## src/verilog/fridge_config.svh

```systemverilog
// Timing, temperature limit and FIFO depth constants for the fridge controller.
// Include in any RTL file that needs them. Timer values are in clock cycles
// and are scaled down so a simulation run stays short.
`ifndef FRIDGE_CONFIG_SVH
`define FRIDGE_CONFIG_SVH

// ==================================================
// timing in clk cycles
// ==================================================
`define FRIDGE_SAMPLE_PERIOD    200     // between sample triggers
`define FRIDGE_INIT_DELAY       100     // settle time spent in init
`define FRIDGE_DEFROST_PERIOD   20000   // normal cycles between defrosts
`define FRIDGE_DEFROST_DURATION 3000    // heater on time
`define FRIDGE_DOOR_DELAY       2000    // door open before alarm
`define FRIDGE_COMP_GUARD       300     // anti short cycle hold off

// ==================================================
// temperatures in Q8.8
// ==================================================
`define FRIDGE_TEMP_DEFAULT     16'sh0400   // +4.0
`define FRIDGE_TEMP_MIN         16'shEC00   // -20.0
`define FRIDGE_TEMP_MAX         16'sh0A00   // +10.0
`define FRIDGE_TEMP_STEP        16'sh0080   // 0.5 per press

// over and under range limits
`define FRIDGE_ALARM_HIGH       16'sh0A00   // +10.0
`define FRIDGE_ALARM_LOW        16'shE700   // -25.0

// sample buffer between sampler and fsm
`define FRIDGE_FIFO_DEPTH       4

`endif

```

## src/verilog/fridge_pkg.sv

```systemverilog
// Shared types of the fridge controller.
// Wishbone request/response bundles for the ADC, the sample word and the
// operating state encoding. Referenced by scoped name only.
package fridge_pkg;

    // signed Q8.8, 8 integer bits and 8 fraction bits
    typedef logic signed [15:0] temp_t;

    // ==================================================
    // ADC Wishbone classic, read only
    // ==================================================
    typedef struct packed {
        logic cyc;          // cycle in progress
        logic stb;          // strobe, same as cyc here
    } adc_wb_req_t;

    typedef struct packed {
        logic        ack;   // slave done
        logic [11:0] dat;   // raw adc code, valid with ack
    } adc_wb_rsp_t;

    // one converted sample
    typedef struct packed {
        temp_t temp;
    } sample_t;

    // operating states
    typedef enum logic [2:0] {
        INIT      = 3'd0,
        NORMAL    = 3'd1,
        DOOR_OPEN = 3'd2,
        DEFROST   = 3'd3,
        ALARM     = 3'd4
    } fridge_state_t;

endpackage

```

## src/verilog/sensor_sampler.sv

```systemverilog
// Periodic temperature sampler.
// Issues a Wishbone classic read to the ADC every sample period, converts
// the 12-bit code to Q8.8 and pushes it into the sample FIFO.
`timescale 1ns/1ps
`include "fridge_config.svh"

module sensor_sampler (
    input  logic                    clk,
    input  logic                    rst_sync_d,
    output fridge_pkg::adc_wb_req_t adc_wb_req,
    input  fridge_pkg::adc_wb_rsp_t adc_wb_rsp,
    output logic                    push,
    output fridge_pkg::sample_t     push_data,
    input  logic                    full
);

    localparam int per_w = $clog2(`FRIDGE_SAMPLE_PERIOD);

    typedef enum logic [1:0] {
        s_idle,
        s_read,     // bus cycle open, waiting for ack
        s_hold      // sample converted, waiting for fifo room
    } seq_t;

    logic [per_w-1:0]    period_cnt;
    logic                trigger;
    seq_t                seq;
    logic signed [19:0]  conv_full;     // 25*adc - 51200, before the shift
    fridge_pkg::sample_t sample_q;

    // ==================================================
    // sample period
    // ==================================================
    always_ff @(posedge clk or negedge rst_sync_d) begin
        if (!rst_sync_d) begin
            period_cnt <= '0;
        end else if (period_cnt == per_w'(`FRIDGE_SAMPLE_PERIOD - 1)) begin
            period_cnt <= '0;
        end else begin
            period_cnt <= period_cnt + 1'b1;
        end
    end

    assign trigger = (period_cnt == '0);   // first one right after reset

    // ==================================================
    // read sequencer
    // ==================================================
    always_ff @(posedge clk or negedge rst_sync_d) begin
        if (!rst_sync_d) begin
            seq <= s_idle;
        end else begin
            case (seq)
                s_idle:  if (trigger) seq <= s_read;        // else trigger dropped
                s_read:  if (adc_wb_rsp.ack) seq <= s_hold;
                s_hold:  if (!full) seq <= s_idle;          // push this cycle
                default: seq <= s_idle;
            endcase
        end
    end

    assign adc_wb_req.cyc = (seq == s_read);
    assign adc_wb_req.stb = (seq == s_read);    // never split from cyc

    // adc 2048 is 0.0 C, one code is 25/1024 C
    assign conv_full = $signed({8'd0, adc_wb_rsp.dat}) * 20'sd25 - 20'sd51200;

    // result held until the fifo takes it
    always_ff @(posedge clk) begin
        if (seq == s_read && adc_wb_rsp.ack) begin
            sample_q.temp <= conv_full[17:2];       // arithmetic >> 2
        end
    end

    assign push      = (seq == s_hold) && !full;
    assign push_data = sample_q;

endmodule

```

## src/verilog/sample_fifo.sv

```systemverilog
// Small synchronous FIFO for temperature samples.
// Show-ahead read, push and pop may happen in the same cycle.
`timescale 1ns/1ps
`include "fridge_config.svh"

module sample_fifo #(
    parameter int depth = `FRIDGE_FIFO_DEPTH
) (
    input  logic                clk,
    input  logic                rst_sync_d,
    input  logic                push,
    input  fridge_pkg::sample_t push_data,
    output logic                full,
    input  logic                pop,
    output fridge_pkg::sample_t pop_data,
    output logic                empty
);

    localparam int aw = (depth > 1) ? $clog2(depth) : 1;
    localparam int cw = $clog2(depth + 1);

    fridge_pkg::sample_t mem [depth];
    logic [aw-1:0]       wr_ptr;
    logic [aw-1:0]       rd_ptr;
    logic [cw-1:0]       count;     // occupancy
    logic                do_push;
    logic                do_pop;

    assign do_push = push && !full;
    assign do_pop  = pop && !empty;

    always_ff @(posedge clk or negedge rst_sync_d) begin
        if (!rst_sync_d) begin
            wr_ptr <= '0;
            rd_ptr <= '0;
            count  <= '0;
        end else begin
            if (do_push) wr_ptr <= (wr_ptr == aw'(depth - 1)) ? '0 : wr_ptr + 1'b1;
            if (do_pop)  rd_ptr <= (rd_ptr == aw'(depth - 1)) ? '0 : rd_ptr + 1'b1;
            case ({do_push, do_pop})
                2'b10:   count <= count + 1'b1;
                2'b01:   count <= count - 1'b1;
                default: count <= count;    // both or neither
            endcase
        end
    end

    // storage
    always_ff @(posedge clk) begin
        if (do_push) mem[wr_ptr] <= push_data;
    end

    assign pop_data = mem[rd_ptr];          // head word, no pop needed
    assign full     = (count == cw'(depth));
    assign empty    = (count == '0);

endmodule

```

## src/verilog/panel_inputs.sv

```systemverilog
// Front panel inputs.
// Synchronizes the buttons and door switch, detects button presses and
// keeps the user setpoint within limits.
`timescale 1ns/1ps
`include "fridge_config.svh"

module panel_inputs (
    input  logic              clk,
    input  logic              rst_sync_d,
    input  logic              button_up,
    input  logic              button_down,
    input  logic              button_mode,
    input  logic              door_sensor,
    output fridge_pkg::temp_t setpoint,
    output logic              door_open,
    output logic              ack_press
);

    // bit positions in the button vectors
    localparam int btn_up   = 0;
    localparam int btn_down = 1;
    localparam int btn_mode = 2;

    logic [2:0] btn_s1;     // first sync stage
    logic [2:0] btn_s2;     // second sync stage
    logic [2:0] btn_prev;   // for edge detect
    logic [2:0] press;

    // ==================================================
    // synchronizers
    // ==================================================
    always_ff @(posedge clk or negedge rst_sync_d) begin
        if (!rst_sync_d) begin
            btn_s1    <= '0;
            btn_s2    <= '0;
            btn_prev  <= '0;
            door_open <= 1'b0;
        end else begin
            btn_s1    <= {button_mode, button_down, button_up};
            btn_s2    <= btn_s1;
            btn_prev  <= btn_s2;
            door_open <= door_sensor;   // slow switch, one stage
        end
    end

    assign press     = btn_s2 & ~btn_prev;  // rising edges only
    assign ack_press = press[btn_mode];

    // setpoint, up press has priority
    always_ff @(posedge clk or negedge rst_sync_d) begin
        if (!rst_sync_d) begin
            setpoint <= `FRIDGE_TEMP_DEFAULT;
        end else if (press[btn_up]) begin
            if (setpoint < (`FRIDGE_TEMP_MAX - `FRIDGE_TEMP_STEP))
                setpoint <= setpoint + `FRIDGE_TEMP_STEP;
        end else if (press[btn_down]) begin
            if (setpoint > (`FRIDGE_TEMP_MIN + `FRIDGE_TEMP_STEP))
                setpoint <= setpoint - `FRIDGE_TEMP_STEP;
        end
    end

endmodule

```

## src/verilog/fridge_fsm.sv

```systemverilog
// Operating state machine of the fridge controller.
// Latches samples from the FIFO, runs init/normal/door/defrost/alarm and
// drives compressor, heater, alarm and status LEDs with a compressor guard.
`timescale 1ns/1ps
`include "fridge_config.svh"

module fridge_fsm (
    input  logic                clk,
    input  logic                rst_sync_d,
    input  fridge_pkg::sample_t pop_data,
    input  logic                empty,
    output logic                pop,
    input  fridge_pkg::temp_t   setpoint,
    input  logic                door_open,
    input  logic                ack_press,
    output logic                compressor_on,
    output logic                defrost_heater,
    output logic                alarm,
    output logic [2:0]          status_led
);

    localparam int init_w  = $clog2(`FRIDGE_INIT_DELAY);
    localparam int dfr_max = (`FRIDGE_DEFROST_PERIOD > `FRIDGE_DEFROST_DURATION) ?
                             `FRIDGE_DEFROST_PERIOD : `FRIDGE_DEFROST_DURATION;
    localparam int dfr_w   = $clog2(dfr_max + 1);
    localparam int door_w  = $clog2(`FRIDGE_DOOR_DELAY);
    localparam int guard_w = $clog2(`FRIDGE_COMP_GUARD + 1);

    fridge_pkg::fridge_state_t state;
    fridge_pkg::fridge_state_t next_state;

    fridge_pkg::temp_t temp_q;          // last sample
    logic              temp_valid;
    logic [init_w-1:0] init_cnt;
    logic [dfr_w-1:0]  defrost_cnt;     // period in normal, duration in defrost
    logic [door_w-1:0] door_cnt;
    logic [guard_w-1:0] guard_cnt;
    logic              out_of_range;

    // ==================================================
    // sample latch
    // ==================================================
    assign pop = !empty;                // drain every sample

    always_ff @(posedge clk) begin
        if (pop) temp_q <= pop_data.temp;
    end

    always_ff @(posedge clk or negedge rst_sync_d) begin
        if (!rst_sync_d) temp_valid <= 1'b0;
        else if (pop)    temp_valid <= 1'b1;
    end

    assign out_of_range = temp_valid &&
                          ((temp_q > `FRIDGE_ALARM_HIGH) || (temp_q < `FRIDGE_ALARM_LOW));

    // ==================================================
    // state transitions
    // ==================================================
    always_comb begin
        next_state = state;
        case (state)
            fridge_pkg::INIT:      if (init_cnt == '0) next_state = fridge_pkg::NORMAL;
            fridge_pkg::NORMAL: begin
                if (door_open)                next_state = fridge_pkg::DOOR_OPEN;
                else if (defrost_cnt == '0)   next_state = fridge_pkg::DEFROST;
                else if (out_of_range)        next_state = fridge_pkg::ALARM;
            end
            fridge_pkg::DOOR_OPEN: begin
                if (!door_open)               next_state = fridge_pkg::NORMAL;
                else if (door_cnt == '0)      next_state = fridge_pkg::ALARM;
            end
            fridge_pkg::DEFROST:   if (defrost_cnt == '0) next_state = fridge_pkg::NORMAL;
            fridge_pkg::ALARM:     if (ack_press) next_state = fridge_pkg::NORMAL;
            default:                          next_state = fridge_pkg::INIT;
        endcase
    end

    always_ff @(posedge clk or negedge rst_sync_d) begin
        if (!rst_sync_d) state <= fridge_pkg::INIT;
        else             state <= next_state;
    end

    // ==================================================
    // timers
    // ==================================================
    always_ff @(posedge clk or negedge rst_sync_d) begin
        if (!rst_sync_d) begin
            init_cnt    <= init_w'(`FRIDGE_INIT_DELAY - 1);
            defrost_cnt <= dfr_w'(`FRIDGE_DEFROST_PERIOD);
            door_cnt    <= door_w'(`FRIDGE_DOOR_DELAY - 1);
            guard_cnt   <= guard_w'(`FRIDGE_COMP_GUARD);    // no start right after reset
        end else begin
            if (state == fridge_pkg::INIT && init_cnt != '0)
                init_cnt <= init_cnt - 1'b1;

            // defrost entry loads duration, exit reloads period
            if (state == fridge_pkg::NORMAL && next_state == fridge_pkg::DEFROST)
                defrost_cnt <= dfr_w'(`FRIDGE_DEFROST_DURATION - 1);
            else if (state == fridge_pkg::DEFROST && next_state == fridge_pkg::NORMAL)
                defrost_cnt <= dfr_w'(`FRIDGE_DEFROST_PERIOD);
            else if ((state == fridge_pkg::NORMAL || state == fridge_pkg::DEFROST) &&
                     defrost_cnt != '0)
                defrost_cnt <= defrost_cnt - 1'b1;

            if (state != fridge_pkg::DOOR_OPEN)
                door_cnt <= door_w'(`FRIDGE_DOOR_DELAY - 1);    // rearm when closed
            else if (door_cnt != '0)
                door_cnt <= door_cnt - 1'b1;

            // guard restarts at each switch-off
            if (guard_cnt != '0)
                guard_cnt <= guard_cnt - 1'b1;
            else if (compressor_on && temp_valid && (temp_q < setpoint))
                guard_cnt <= guard_w'(`FRIDGE_COMP_GUARD);
        end
    end

    // ==================================================
    // output drives
    // ==================================================
    always_ff @(posedge clk or negedge rst_sync_d) begin
        if (!rst_sync_d) begin
            compressor_on  <= 1'b0;
            defrost_heater <= 1'b0;
        end else begin
            case (state)
                fridge_pkg::NORMAL: begin
                    if (guard_cnt == '0)
                        compressor_on <= temp_valid && (temp_q > setpoint);
                    defrost_heater <= 1'b0;
                end
                fridge_pkg::DOOR_OPEN: ;        // hold as is
                fridge_pkg::DEFROST: begin
                    compressor_on  <= 1'b0;
                    defrost_heater <= 1'b1;
                end
                default: begin                  // init, alarm
                    compressor_on  <= 1'b0;
                    defrost_heater <= 1'b0;
                end
            endcase
        end
    end

    assign alarm         = (state == fridge_pkg::ALARM);
    assign status_led[0] = (state == fridge_pkg::NORMAL);    // green
    assign status_led[1] = (state == fridge_pkg::DEFROST);   // yellow
    assign status_led[2] = (state == fridge_pkg::ALARM);     // red

endmodule

```

## src/verilog/fridge_ctrl_top.sv

```systemverilog
// Fridge temperature control core, top level.
// Sampler feeds the sample FIFO, the FSM drains it and drives the outputs.
// The ADC sits outside as a Wishbone classic slave.
`timescale 1ns/1ps

module fridge_ctrl_top (
    input  logic                    clk,
    input  logic                    rst_sync_d,     // already synchronized
    output fridge_pkg::adc_wb_req_t adc_wb_req,
    input  fridge_pkg::adc_wb_rsp_t adc_wb_rsp,
    input  logic                    button_up,
    input  logic                    button_down,
    input  logic                    button_mode,
    input  logic                    door_sensor,
    output logic                    compressor_on,
    output logic                    defrost_heater,
    output logic                    alarm,
    output logic [2:0]              status_led
);

    // sampler to fifo
    logic                push;
    fridge_pkg::sample_t push_data;
    logic                full;

    // fifo to fsm
    logic                pop;
    fridge_pkg::sample_t pop_data;
    logic                empty;

    // panel to fsm
    fridge_pkg::temp_t   setpoint;
    logic                door_open;
    logic                ack_press;

    sensor_sampler u_sampler (
        .clk(clk), .rst_sync_d(rst_sync_d),
        .adc_wb_req(adc_wb_req), .adc_wb_rsp(adc_wb_rsp),
        .push(push), .push_data(push_data), .full(full)
    );

    sample_fifo u_fifo (
        .clk(clk), .rst_sync_d(rst_sync_d),
        .push(push), .push_data(push_data), .full(full),
        .pop(pop), .pop_data(pop_data), .empty(empty)
    );

    panel_inputs u_panel (
        .clk(clk), .rst_sync_d(rst_sync_d),
        .button_up(button_up), .button_down(button_down), .button_mode(button_mode),
        .door_sensor(door_sensor),
        .setpoint(setpoint), .door_open(door_open), .ack_press(ack_press)
    );

    fridge_fsm u_fsm (
        .clk(clk), .rst_sync_d(rst_sync_d),
        .pop_data(pop_data), .empty(empty), .pop(pop),
        .setpoint(setpoint), .door_open(door_open), .ack_press(ack_press),
        .compressor_on(compressor_on), .defrost_heater(defrost_heater),
        .alarm(alarm), .status_led(status_led)
    );

endmodule

```

## config.mk

```make
export PLATFORM = sky130hd
export DESIGN_NAME = fridge_ctrl_top
export DESIGN_NICKNAME = d
export VERILOG_FILES = /design/src/verilog/fridge_pkg.sv /design/src/verilog/sensor_sampler.sv /design/src/verilog/sample_fifo.sv /design/src/verilog/panel_inputs.sv /design/src/verilog/fridge_fsm.sv /design/src/verilog/fridge_ctrl_top.sv
export VERILOG_INCLUDE_DIRS = /design/src /design/src/verilog
export SDC_FILE = /design/constraint.sdc
export NUM_CORES = 1
export LEC_CHECK = 0
export CAP_MARGIN = 20
export CORE_UTILIZATION = 28
export DETAILED_ROUTE_END_ITERATION = 16
export DONT_BUFFER_PORTS = 1
export GPL_ROUTABILITY_DRIVEN = 0
export HOLD_SLACK_MARGIN = 0.1
export SYNTH_ARGS = -nofsm -noshare
export SYNTH_HDL_FRONTEND = slang
export SYNTH_SLANG_ARGS = --single-unit
```

## constraint.sdc

```tcl
create_clock -name clk -period 3.1 [get_ports clk]
set_clock_uncertainty 0.1 [all_clocks]
set_input_delay 0.465 -clock clk [delete_from_list [all_inputs] [get_ports clk]]
set_output_delay 0.465 -clock clk [all_outputs]
set_load 0.02 [all_outputs]
```

==> results of run 1 <==
## cell families (layout without fill, tap and decap cells)
group           count (synthesis)  in the layout  share of synthesized area (%)
xor+xnor                       44             44                           4.21
buf+inv                        78            155                           3.62
simple gates                  213            213                           12.4
mux                            19             19                           4.29
fa+ha+maj                      79             79                           11.5
flops                         180            180                           54.7
compound gates                132            132                           9.20
## worst register-to-register path: stages (launching register included)
cell and delay [ns]:
sky130_fd_sc_hd__dfrtp_1 0.36, sky130_fd_sc_hd__nand2b_1 0.22, sky130_fd_sc_hd__fa_1 0.44, sky130_fd_sc_hd__a21o_1 0.18, sky130_fd_sc_hd__a21oi_1 0.27, sky130_fd_sc_hd__o21ai_0 0.13
sky130_fd_sc_hd__o211a_1 0.15, sky130_fd_sc_hd__o311a_1 0.29, sky130_fd_sc_hd__o22ai_1 0.18, sky130_fd_sc_hd__xnor2_1 0.15
## how the worst max path moves through the flow
stage | slack [ns] | endpoint | start
after floorplan | -0.62 | u_sampler.push_data[15]$_DFFE_PP_ | adc_wb_rsp[3]
after global placement | -0.67 | u_sampler.push_data[15]$_DFFE_PP_ | adc_wb_rsp[6]
after detailed placement | -0.75 | u_sampler.push_data[15]$_DFFE_PP_ | adc_wb_rsp[6]
after CTS | -0.10 | u_sampler.push_data[13]$_DFFE_PP_ | adc_wb_rsp[4]
after global routing | -0.40 | u_sampler.push_data[13]$_DFFE_PP_ | adc_wb_rsp[4]
final | -0.21 | u_sampler.push_data[13]$_DFFE_PP_ | adc_wb_rsp[4]
## metal layers
layer | track usage (%) | vias to the layer above
li1 | - | 2848
met1 | 13.0 | 2716
met2 | 16.9 | 56
met3 | 2.28 | 12
met4 | 3.60 | 0
met5 | 0 | -
## report_power, final
part	switching [W]	internal [W]
clock	0.00111	0.00113
combinational	0.00152	0.00149
sequential	0.000402	0.00301
## state kept, by name, indices dropped and copies added (netlist names)
signal and count:
u_fifo.mem 64, u_fsm.temp_valid 1, u_fsm.state 3, u_panel.btn_s2 3, u_fifo.wr_ptr 2, u_fsm.guard_cnt 9
u_fifo.rd_ptr 2, u_panel.door_open 1, u_fifo.count 3, u_fsm.defrost_cnt 15, u_panel.setpoint 9, u_sampler.period_cnt 8
u_fsm.compressor_on 1, u_fsm.defrost_heater 1, u_fsm.door_cnt 11, u_sampler.seq 2, u_sampler.push_data 16, u_fsm.temp_q 16
u_panel.btn_s1 3, u_panel.btn_prev 3, u_fsm.init_cnt 7
## area by class of cell
cell class | instances | area share [%]
clock inverter | 15 | 1.98
multi-input combinational | 487 | 37.4
timing repair buffer | 61 | 4.47
tap | 435 | 4.91
sequential | 180 | 45.3
inverter | 62 | 2.10
clock buffer | 17 | 3.84
## repair_timing
item	4_1_cts	5_1_grt
endpoints found under the hold margin	90	0
hold buffers	8	0
gates resized for setup	8	17
setup buffers	11	3
setup endpoints to repair	2	5
pin swaps	11	16
## placed cells by master, fill, tap and decap left out, types with 22 or more instances in the layout
master                     instances
sky130_fd_sc_hd__edfxtp_1         96
sky130_fd_sc_hd__nand2_1          54
sky130_fd_sc_hd__ha_1             56
sky130_fd_sc_hd__dfrtp_1          61
sky130_fd_sc_hd__nor2_1           36
sky130_fd_sc_hd__xor2_1           22
sky130_fd_sc_hd__o21ai_0          32
sky130_fd_sc_hd__dfstp_2          23
sky130_fd_sc_hd__a21oi_1          29
sky130_fd_sc_hd__buf_4            53
sky130_fd_sc_hd__inv_1            54
## metrics by stage
stage                     util [%]  TNS (ns)  total power, W
after global routing          34.8    -0.936         0.00927
after detailed placement      31.8     -2.59         0.00623
after global placement        31.8     -2.36         0.00617
after CTS                     34.5    -0.227         0.00865
after floorplan                  -     -1.56         0.00556
final                         34.8    -0.414         0.00866
==> impl_metrics.xml, run 1 <==
<?xml version="1.0" encoding="UTF-8"?>
<metrics>
  <group name="worst_hold_path">
    <metric name="whs_endpoint" unit="">u_sampler.push_data[1]$_DFFE_PP_</metric>
    <metric name="hold_depth" unit="">1</metric>
    <metric name="min_from" unit="">adc_wb_rsp[3]</metric>
    <metric name="timing.hold.worst.class" unit="">primary input to register</metric>
  </group>
  <group name="sta">
    <metric name="worst_pin_slew" unit="ns">0.800</metric>
    <metric name="grt_setup_unrepaired" unit="">yes</metric>
    <metric name="slew_headroom" unit="%">46.7</metric>
    <metric name="timing_max_transition_violations_final" unit="">0</metric>
    <metric name="final_critical_path_setup_slack" unit="ns">-0.212</metric>
    <metric name="period_minus_slack" unit="ns">3.31</metric>
    <metric name="maxClockFrequency" unit="MHz">302</metric>
    <metric name="final_min_period_over_clock_period" unit="%">107</metric>
    <metric name="setup_viol" unit="">2</metric>
    <metric name="hold_viol_final" unit="">0</metric>
    <metric name="fin_hold_ws" unit="ns">0.155</metric>
  </group>
  <group name="worst_setup_path">
    <metric name="critPathRequiredTime" unit="ns">3.20</metric>
    <metric name="arrival" unit="ns">3.41</metric>
    <metric name="worst_r2r_path_depth" unit="">9</metric>
    <metric name="reg2reg_slack" unit="ns">0.57</metric>
    <metric name="slowest_delay" unit="ns">0.48</metric>
    <metric name="critical_path_class" unit="">primary input to register</metric>
    <metric name="worst_path_dominant_cell_family" unit="">adder cells</metric>
    <metric name="worstReg2RegStart" unit="">u_panel.btn_prev[0]$_DFF_PN0_</metric>
    <metric name="reg2reg_to" unit="">u_panel.setpoint[15]$_DFFE_PN0P_</metric>
    <metric name="worstSetupEndpointType" unit="">register</metric>
    <metric name="worst_path_slowest_cell" unit="">sky130_fd_sc_hd__fa_1</metric>
    <metric name="crit_cells" unit="">17</metric>
    <metric name="critical_path.startpoint_type" unit="">primary input</metric>
    <metric name="timing.critical_path.cells" unit="">ha_4 -&gt; ha_4 -&gt; inv_2 -&gt; fa_1 -&gt; inv_2 -&gt; ha_4 -&gt; nand2_4 -&gt; o211ai_1 -&gt; nand2_1 -&gt; xnor2_2 -&gt; inv_2 -&gt; ha_4 -&gt; nor4b_4 -&gt; a31oi_1 -&gt; nand4b_1 -&gt; nor3_2 -&gt; nor2_1</metric>
    <metric name="cpMostUsedCell" unit="">sky130_fd_sc_hd__ha_4</metric>
    <metric name="path_max_fanout" unit="">5</metric>
    <metric name="critical_path.n_buffers_inverters" unit="">3</metric>
  </group>
  <group name="global_routing">
    <metric name="grt_pass1_wl" unit="mm">27.6</metric>
    <metric name="grt_start_max_net_pins" unit="">85</metric>
    <metric name="number_of_antenna_violations_at_the_first_check_in_global_routing" unit="">0</metric>
    <metric name="vias_in_the_first_global_route" unit="">5805</metric>
    <metric name="grt_usage" unit="%">10.2</metric>
    <metric name="globalRoute.totalOverflow" unit="">0</metric>
  </group>
  <group name="clock_network">
    <metric name="clock_tree_from_tritoncts" unit="">yes</metric>
    <metric name="worst_skew_pair.late_latency" unit="ns">0.44</metric>
    <metric name="cts_root_buf" unit="">sky130_fd_sc_hd__clkbuf_16</metric>
    <metric name="cts.path.max_buffers" unit="">2</metric>
    <metric name="worst_setup_hold_path_clk_slew" unit="ns">0.08</metric>
    <metric name="cts.sinks" unit="">180</metric>
    <metric name="clock_tree.htree_level_count" unit="">4</metric>
    <metric name="numCtsBuffers" unit="">17</metric>
  </group>
  <group name="yosys">
    <metric name="synth_top_cell_by_area" unit="">sky130_fd_sc_hd__edfxtp_1</metric>
    <metric name="netlist-cell-type-count" unit="">74</metric>
    <metric name="synth-edff-count" unit="">96</metric>
    <metric name="avgSynthCellArea" unit="sq um">12.3</metric>
    <metric name="synth_nets" unit="">842</metric>
    <metric name="synth_most_common_cell" unit="">sky130_fd_sc_hd__edfxtp_1</metric>
    <metric name="synth.area.top_cells" unit="">sky130_fd_sc_hd__edfxtp_1 31%, sky130_fd_sc_hd__dfrtp_1 17%, sky130_fd_sc_hd__ha_1 9.4%</metric>
    <metric name="ys.warnings.count" unit="">0</metric>
    <metric name="synth.cell_area" unit="sq um">9160</metric>
    <metric name="ys_ff_latch" unit="">180</metric>
    <metric name="synth_cells" unit="">745</metric>
    <metric name="yosysTopAreaCellShare" unit="%">31.5</metric>
    <metric name="dominantRegCellSynth" unit="">sky130_fd_sc_hd__edfxtp_1</metric>
    <metric name="post_synth_most_frequent_cells" unit="">96 x sky130_fd_sc_hd__edfxtp_1, 69 x sky130_fd_sc_hd__ha_1, 62 x sky130_fd_sc_hd__inv_1</metric>
    <metric name="ys_seq_area_share" unit="%">54.7</metric>
    <metric name="synth_async_sr_flop_share" unit="%">46.7</metric>
  </group>
  <group name="power">
    <metric name="leakagePower" unit="nW">4.35</metric>
    <metric name="ir_drop" unit="mV">0.386</metric>
    <metric name="power.density" unit="nW/um^2">782</metric>
  </group>
  <group name="route">
    <metric name="drt_first_iter_violations" unit="">280</metric>
    <metric name="vias" unit="">5632</metric>
    <metric name="drt_pre_antenna_iters" unit="">4</metric>
    <metric name="wl_met3" unit="microns">445</metric>
    <metric name="wirelength" unit="mm">16.0</metric>
    <metric name="wl_met2" unit="mm">7.59</metric>
    <metric name="drc" unit="">0</metric>
    <metric name="routed_wire_length_per_instance" unit="microns">12.7</metric>
    <metric name="via_per_inst" unit="">4.48</metric>
    <metric name="routedLengthMet1" unit="mm">7.77</metric>
    <metric name="antenna_violating_nets_post_route" unit="">0</metric>
    <metric name="route.top_layer_used" unit="">met4</metric>
  </group>
  <group name="finish">
    <metric name="finalNonFillerCells" unit="">1257</metric>
    <metric name="final_layout_size_suffix_gt1_share" unit="%">23.2</metric>
    <metric name="n_antenna_cell" unit="">0</metric>
    <metric name="design_area" unit="sq um">11100</metric>
    <metric name="final_nets" unit="">906</metric>
    <metric name="area_of_combinational_cells_with_multiple_inputs" unit="sq um">4150</metric>
    <metric name="area.growth.synth_to_final" unit="%">21.0</metric>
    <metric name="n_fill_cell" unit="">3129</metric>
    <metric name="area.sequential" unit="sq um">5010</metric>
  </group>
  <group name="die">
    <metric name="die_height" unit="microns">183</metric>
    <metric name="rows" unit="">65</metric>
    <metric name="dieArea" unit="sq um">33400</metric>
    <metric name="core" unit="sq um">31900</metric>
    <metric name="die_w" unit="microns">183</metric>
    <metric name="start_util" unit="%">28.7</metric>
    <metric name="pin_count" unit="">27</metric>
  </group>
  <group name="place">
    <metric name="placed_area" unit="sq um">10100</metric>
    <metric name="place.detailed.hpwl" unit="mm">11.0</metric>
    <metric name="port-buffer-count" unit="">0</metric>
    <metric name="numPlacedInstances" unit="">1206</metric>
    <metric name="pre_cts_ws" unit="ns">-0.749</metric>
  </group>
  <group name="run">
    <metric name="maxCapViolations" unit="">0</metric>
  </group>
  <group name="outcome">
    <metric name="outcome" unit="">finished with violations</metric>
    <metric name="failed_checks" unit="">negative setup slack</metric>
  </group>
</metrics>
No activity file was read; power rests on OpenSTA's default activity.
==> run 2, diff against run 1 <==
--- a/config.mk
+++ b/config.mk
@@ -6,12 +6,15 @@
 export SDC_FILE = /design/constraint.sdc
 export NUM_CORES = 1
 export LEC_CHECK = 0
-export CAP_MARGIN = 20
+export CELL_PAD_IN_SITES_DETAIL_PLACEMENT = 2
+export CELL_PAD_IN_SITES_GLOBAL_PLACEMENT = 2
 export CORE_UTILIZATION = 28
 export DETAILED_ROUTE_END_ITERATION = 16
 export DONT_BUFFER_PORTS = 1
 export GPL_ROUTABILITY_DRIVEN = 0
 export HOLD_SLACK_MARGIN = 0.1
+export PLACE_DENSITY_LB_ADDON = 0.1
+export SLEW_MARGIN = 20
 export SYNTH_ARGS = -nofsm -noshare
 export SYNTH_HDL_FRONTEND = slang
 export SYNTH_SLANG_ARGS = --single-unit
==> impl_metrics.xml, run 2 (synthesis gave the netlist of run 1 again) <==
<?xml version="1.0" encoding="UTF-8"?>
<metrics>
  <group name="clock_network">
    <metric name="worst_skew_pair.late_latency" unit="ns">0.43</metric>
    <metric name="clock_tree.htree_level_count" unit="">4</metric>
    <metric name="numCtsBuffers" unit="">17</metric>
    <metric name="cts_root_buf" unit="">sky130_fd_sc_hd__clkbuf_16</metric>
    <metric name="clock_tree_from_tritoncts" unit="">yes</metric>
    <metric name="worst_setup_hold_path_clk_slew" unit="ns">0.07</metric>
    <metric name="cts.path.max_buffers" unit="">2</metric>
    <metric name="cts.sinks" unit="">180</metric>
  </group>
  <group name="finish">
    <metric name="final_nets" unit="">908</metric>
    <metric name="n_antenna_cell" unit="">0</metric>
    <metric name="commonest_non_fill_non_tap_cells_in_the_layout" unit="">96 x sky130_fd_sc_hd__edfxtp_1, 61 x sky130_fd_sc_hd__dfrtp_1, 54 x sky130_fd_sc_hd__nand2_1, 54 x sky130_fd_sc_hd__buf_4, 53 x sky130_fd_sc_hd__inv_1</metric>
    <metric name="largest_reg_flops" unit="">64</metric>
    <metric name="layout_commonest_cell" unit="">sky130_fd_sc_hd__edfxtp_1</metric>
    <metric name="finish.utilization" unit="%">34.6</metric>
    <metric name="finalNonFillerCells" unit="">1259</metric>
    <metric name="design_area" unit="sq um">11000</metric>
    <metric name="final_layout_size_suffix_gt1_share" unit="%">23.8</metric>
    <metric name="largest-register" unit="">u_fifo.mem</metric>
    <metric name="area.growth.synth_to_final" unit="%">20.5</metric>
  </group>
  <group name="sta">
    <metric name="grt_setup_unrepaired" unit="">yes</metric>
    <metric name="maxClockFrequency" unit="MHz">293</metric>
    <metric name="slew_headroom" unit="%">43.6</metric>
    <metric name="worst_pin_slew" unit="ns">0.846</metric>
    <metric name="final.setup.tns" unit="ns">-0.613</metric>
    <metric name="setup_viol" unit="">2</metric>
    <metric name="hold_viol_final" unit="">0</metric>
    <metric name="final_critical_path_setup_slack" unit="ns">-0.311</metric>
    <metric name="final_min_period_over_clock_period" unit="%">110</metric>
    <metric name="period_minus_slack" unit="ns">3.41</metric>
    <metric name="timing_max_transition_violations_final" unit="">0</metric>
  </group>
  <group name="route">
    <metric name="routed_wire_length_per_instance" unit="microns">16.7</metric>
    <metric name="drt_pre_antenna_iters" unit="">4</metric>
    <metric name="via_per_inst" unit="">4.73</metric>
    <metric name="vias" unit="">5952</metric>
    <metric name="wirelength" unit="mm">21.0</metric>
    <metric name="drc" unit="">0</metric>
    <metric name="drt_first_iter_violations" unit="">189</metric>
    <metric name="antenna_violating_nets_post_route" unit="">0</metric>
  </group>
  <group name="worst_setup_path">
    <metric name="arrival" unit="ns">3.49</metric>
    <metric name="critical_path_class" unit="">primary input to register</metric>
    <metric name="critPathRequiredTime" unit="ns">3.18</metric>
    <metric name="path_max_fanout" unit="">6</metric>
    <metric name="worstSetupEndpointType" unit="">register</metric>
    <metric name="critical_path.startpoint_type" unit="">primary input</metric>
    <metric name="worstSetupStartpoint" unit="">adc_wb_rsp[4]</metric>
    <metric name="worstReg2RegStart" unit="">u_panel.btn_prev[0]$_DFF_PN0_</metric>
  </group>
  <group name="die">
    <metric name="core" unit="sq um">31900</metric>
    <metric name="start_util" unit="%">28.7</metric>
    <metric name="pin_count" unit="">27</metric>
    <metric name="die_height" unit="microns">183</metric>
    <metric name="die_w" unit="microns">183</metric>
    <metric name="rows" unit="">65</metric>
    <metric name="dieArea" unit="sq um">33400</metric>
  </group>
  <group name="global_routing">
    <metric name="grt_start_max_net_pins" unit="">85</metric>
    <metric name="grt_pass1_wl" unit="mm">35.7</metric>
    <metric name="number_of_antenna_violations_at_the_first_check_in_global_routing" unit="">0</metric>
    <metric name="grt_usage" unit="%">13.5</metric>
    <metric name="vias_in_the_first_global_route" unit="">6927</metric>
    <metric name="globalRoute.totalOverflow" unit="">0</metric>
  </group>
  <group name="place">
    <metric name="port-buffer-count" unit="">0</metric>
    <metric name="place.detailed.hpwl" unit="mm">15.5</metric>
    <metric name="placed_area" unit="sq um">10200</metric>
    <metric name="numPlacedInstances" unit="">1211</metric>
  </group>
  <group name="power">
    <metric name="leakagePower" unit="nW">4.30</metric>
    <metric name="ir_drop" unit="mV">0.287</metric>
    <metric name="power.density" unit="nW/um^2">784</metric>
  </group>
  <group name="worst_hold_path">
    <metric name="min_from" unit="">adc_wb_rsp[3]</metric>
    <metric name="timing.hold.worst.class" unit="">primary input to register</metric>
  </group>
  <group name="outcome">
    <metric name="outcome" unit="">finished with violations</metric>
    <metric name="failed_checks" unit="">negative setup slack</metric>
  </group>
  <group name="run">
    <metric name="maxCapViolations" unit="">0</metric>
  </group>
</metrics>
==> run 2: cell count changes in the layout (fill, tap and decap cells not counted), sizes merged <==
cell	delta
buf	+2
clkinv	-5
inv	-1
clkinvlp	+6
==> run 2: cell type report <==
cell class	instances	area (sq um)
multi-input cells	487	4190
repair buffers	63	514
clock buffers	17	425
clock inverters	15	121
flip-flops and latches	180	5010
well taps	435	544
fillers	3376	20800
inverters	62	233
==> run 2: per-layer routing <==
metal / GRT usage [%] / up-vias / share of wire, % / wire length (microns)
li1: - / 2839 / - / -
met1: 16.0 / 3046 / 45 / 9370
met2: 24.7 / 48 / 52 / 10900
met3: 2.10 / 19 / 1.8 / 381
met4: 4.63 / 0 / 1.5 / 317
met5: 0 / - / 0 / 0
==> run 2: timing repair <==
action,in CTS,in global routing
endpoints found under the setup margin,2,5
setup buffers,5,4
endpoints found under the hold margin,90,0
pin swaps,19,18
hold buffers,8,0
resized for setup,11,16
==> run 2: through the flow <==
step           setup WS (ns)  hold slack [ns]  power, W
4_1_cts               -0.230            0.127   0.00873
3_3_place_gp          -0.735           0.0714   0.00631
3_5_place_dp          -0.846           0.0715   0.00650
5_1_grt               -0.430            0.139   0.00932
2_1_floorplan         -0.616           0.0694   0.00556
6_report              -0.311            0.152   0.00865
==> run 2: final timing paths <==
path | endpoint | slack [ns] | depth (start not counted)
min | u_sampler.push_data[1]$_DFFE_PP_ | 0.15 | 1
max | u_sampler.push_data[15]$_DFFE_PP_ | -0.31 | 16
min in group asynchronous | u_panel.btn_prev[0]$_DFF_PN0_ | 0.50 | 2
min reg2reg | u_panel.btn_s2[0]$_DFF_PN0_ | 0.25 | 0
max in group asynchronous | u_fsm.door_cnt[8]$_DFFE_PN1P_ | 1.99 | 2
max reg2reg | u_panel.setpoint[15]$_DFFE_PN0P_ | 0.52 | 9
==> run 2: worst max-delay path, cell delays in order <==
cell,delay [ns]
sky130_fd_sc_hd__ha_4,0.22
sky130_fd_sc_hd__ha_4,0.26
sky130_fd_sc_hd__inv_2,0.03
sky130_fd_sc_hd__fa_1,0.48
sky130_fd_sc_hd__inv_2,0.05
sky130_fd_sc_hd__ha_4,0.30
sky130_fd_sc_hd__nand3_2,0.10
sky130_fd_sc_hd__a21boi_2,0.21
sky130_fd_sc_hd__o21ai_2,0.09
sky130_fd_sc_hd__a211o_1,0.30
sky130_fd_sc_hd__ha_4,0.20
sky130_fd_sc_hd__nor4b_4,0.13
sky130_fd_sc_hd__a31oi_1,0.15
sky130_fd_sc_hd__nand4b_1,0.17
sky130_fd_sc_hd__nor3_2,0.26
sky130_fd_sc_hd__nor2_1,0.07
==> run 2: power breakdown <==
part | internal, W | total [W] | switching [W]
sequential | 0.00302 | 0.00345 | 0.000432
clock | 0.00105 | 0.00203 | 0.000989
combinational | 0.00150 | 0.00317 | 0.00167
total | 0.00556 | 0.00865 | 0.00309
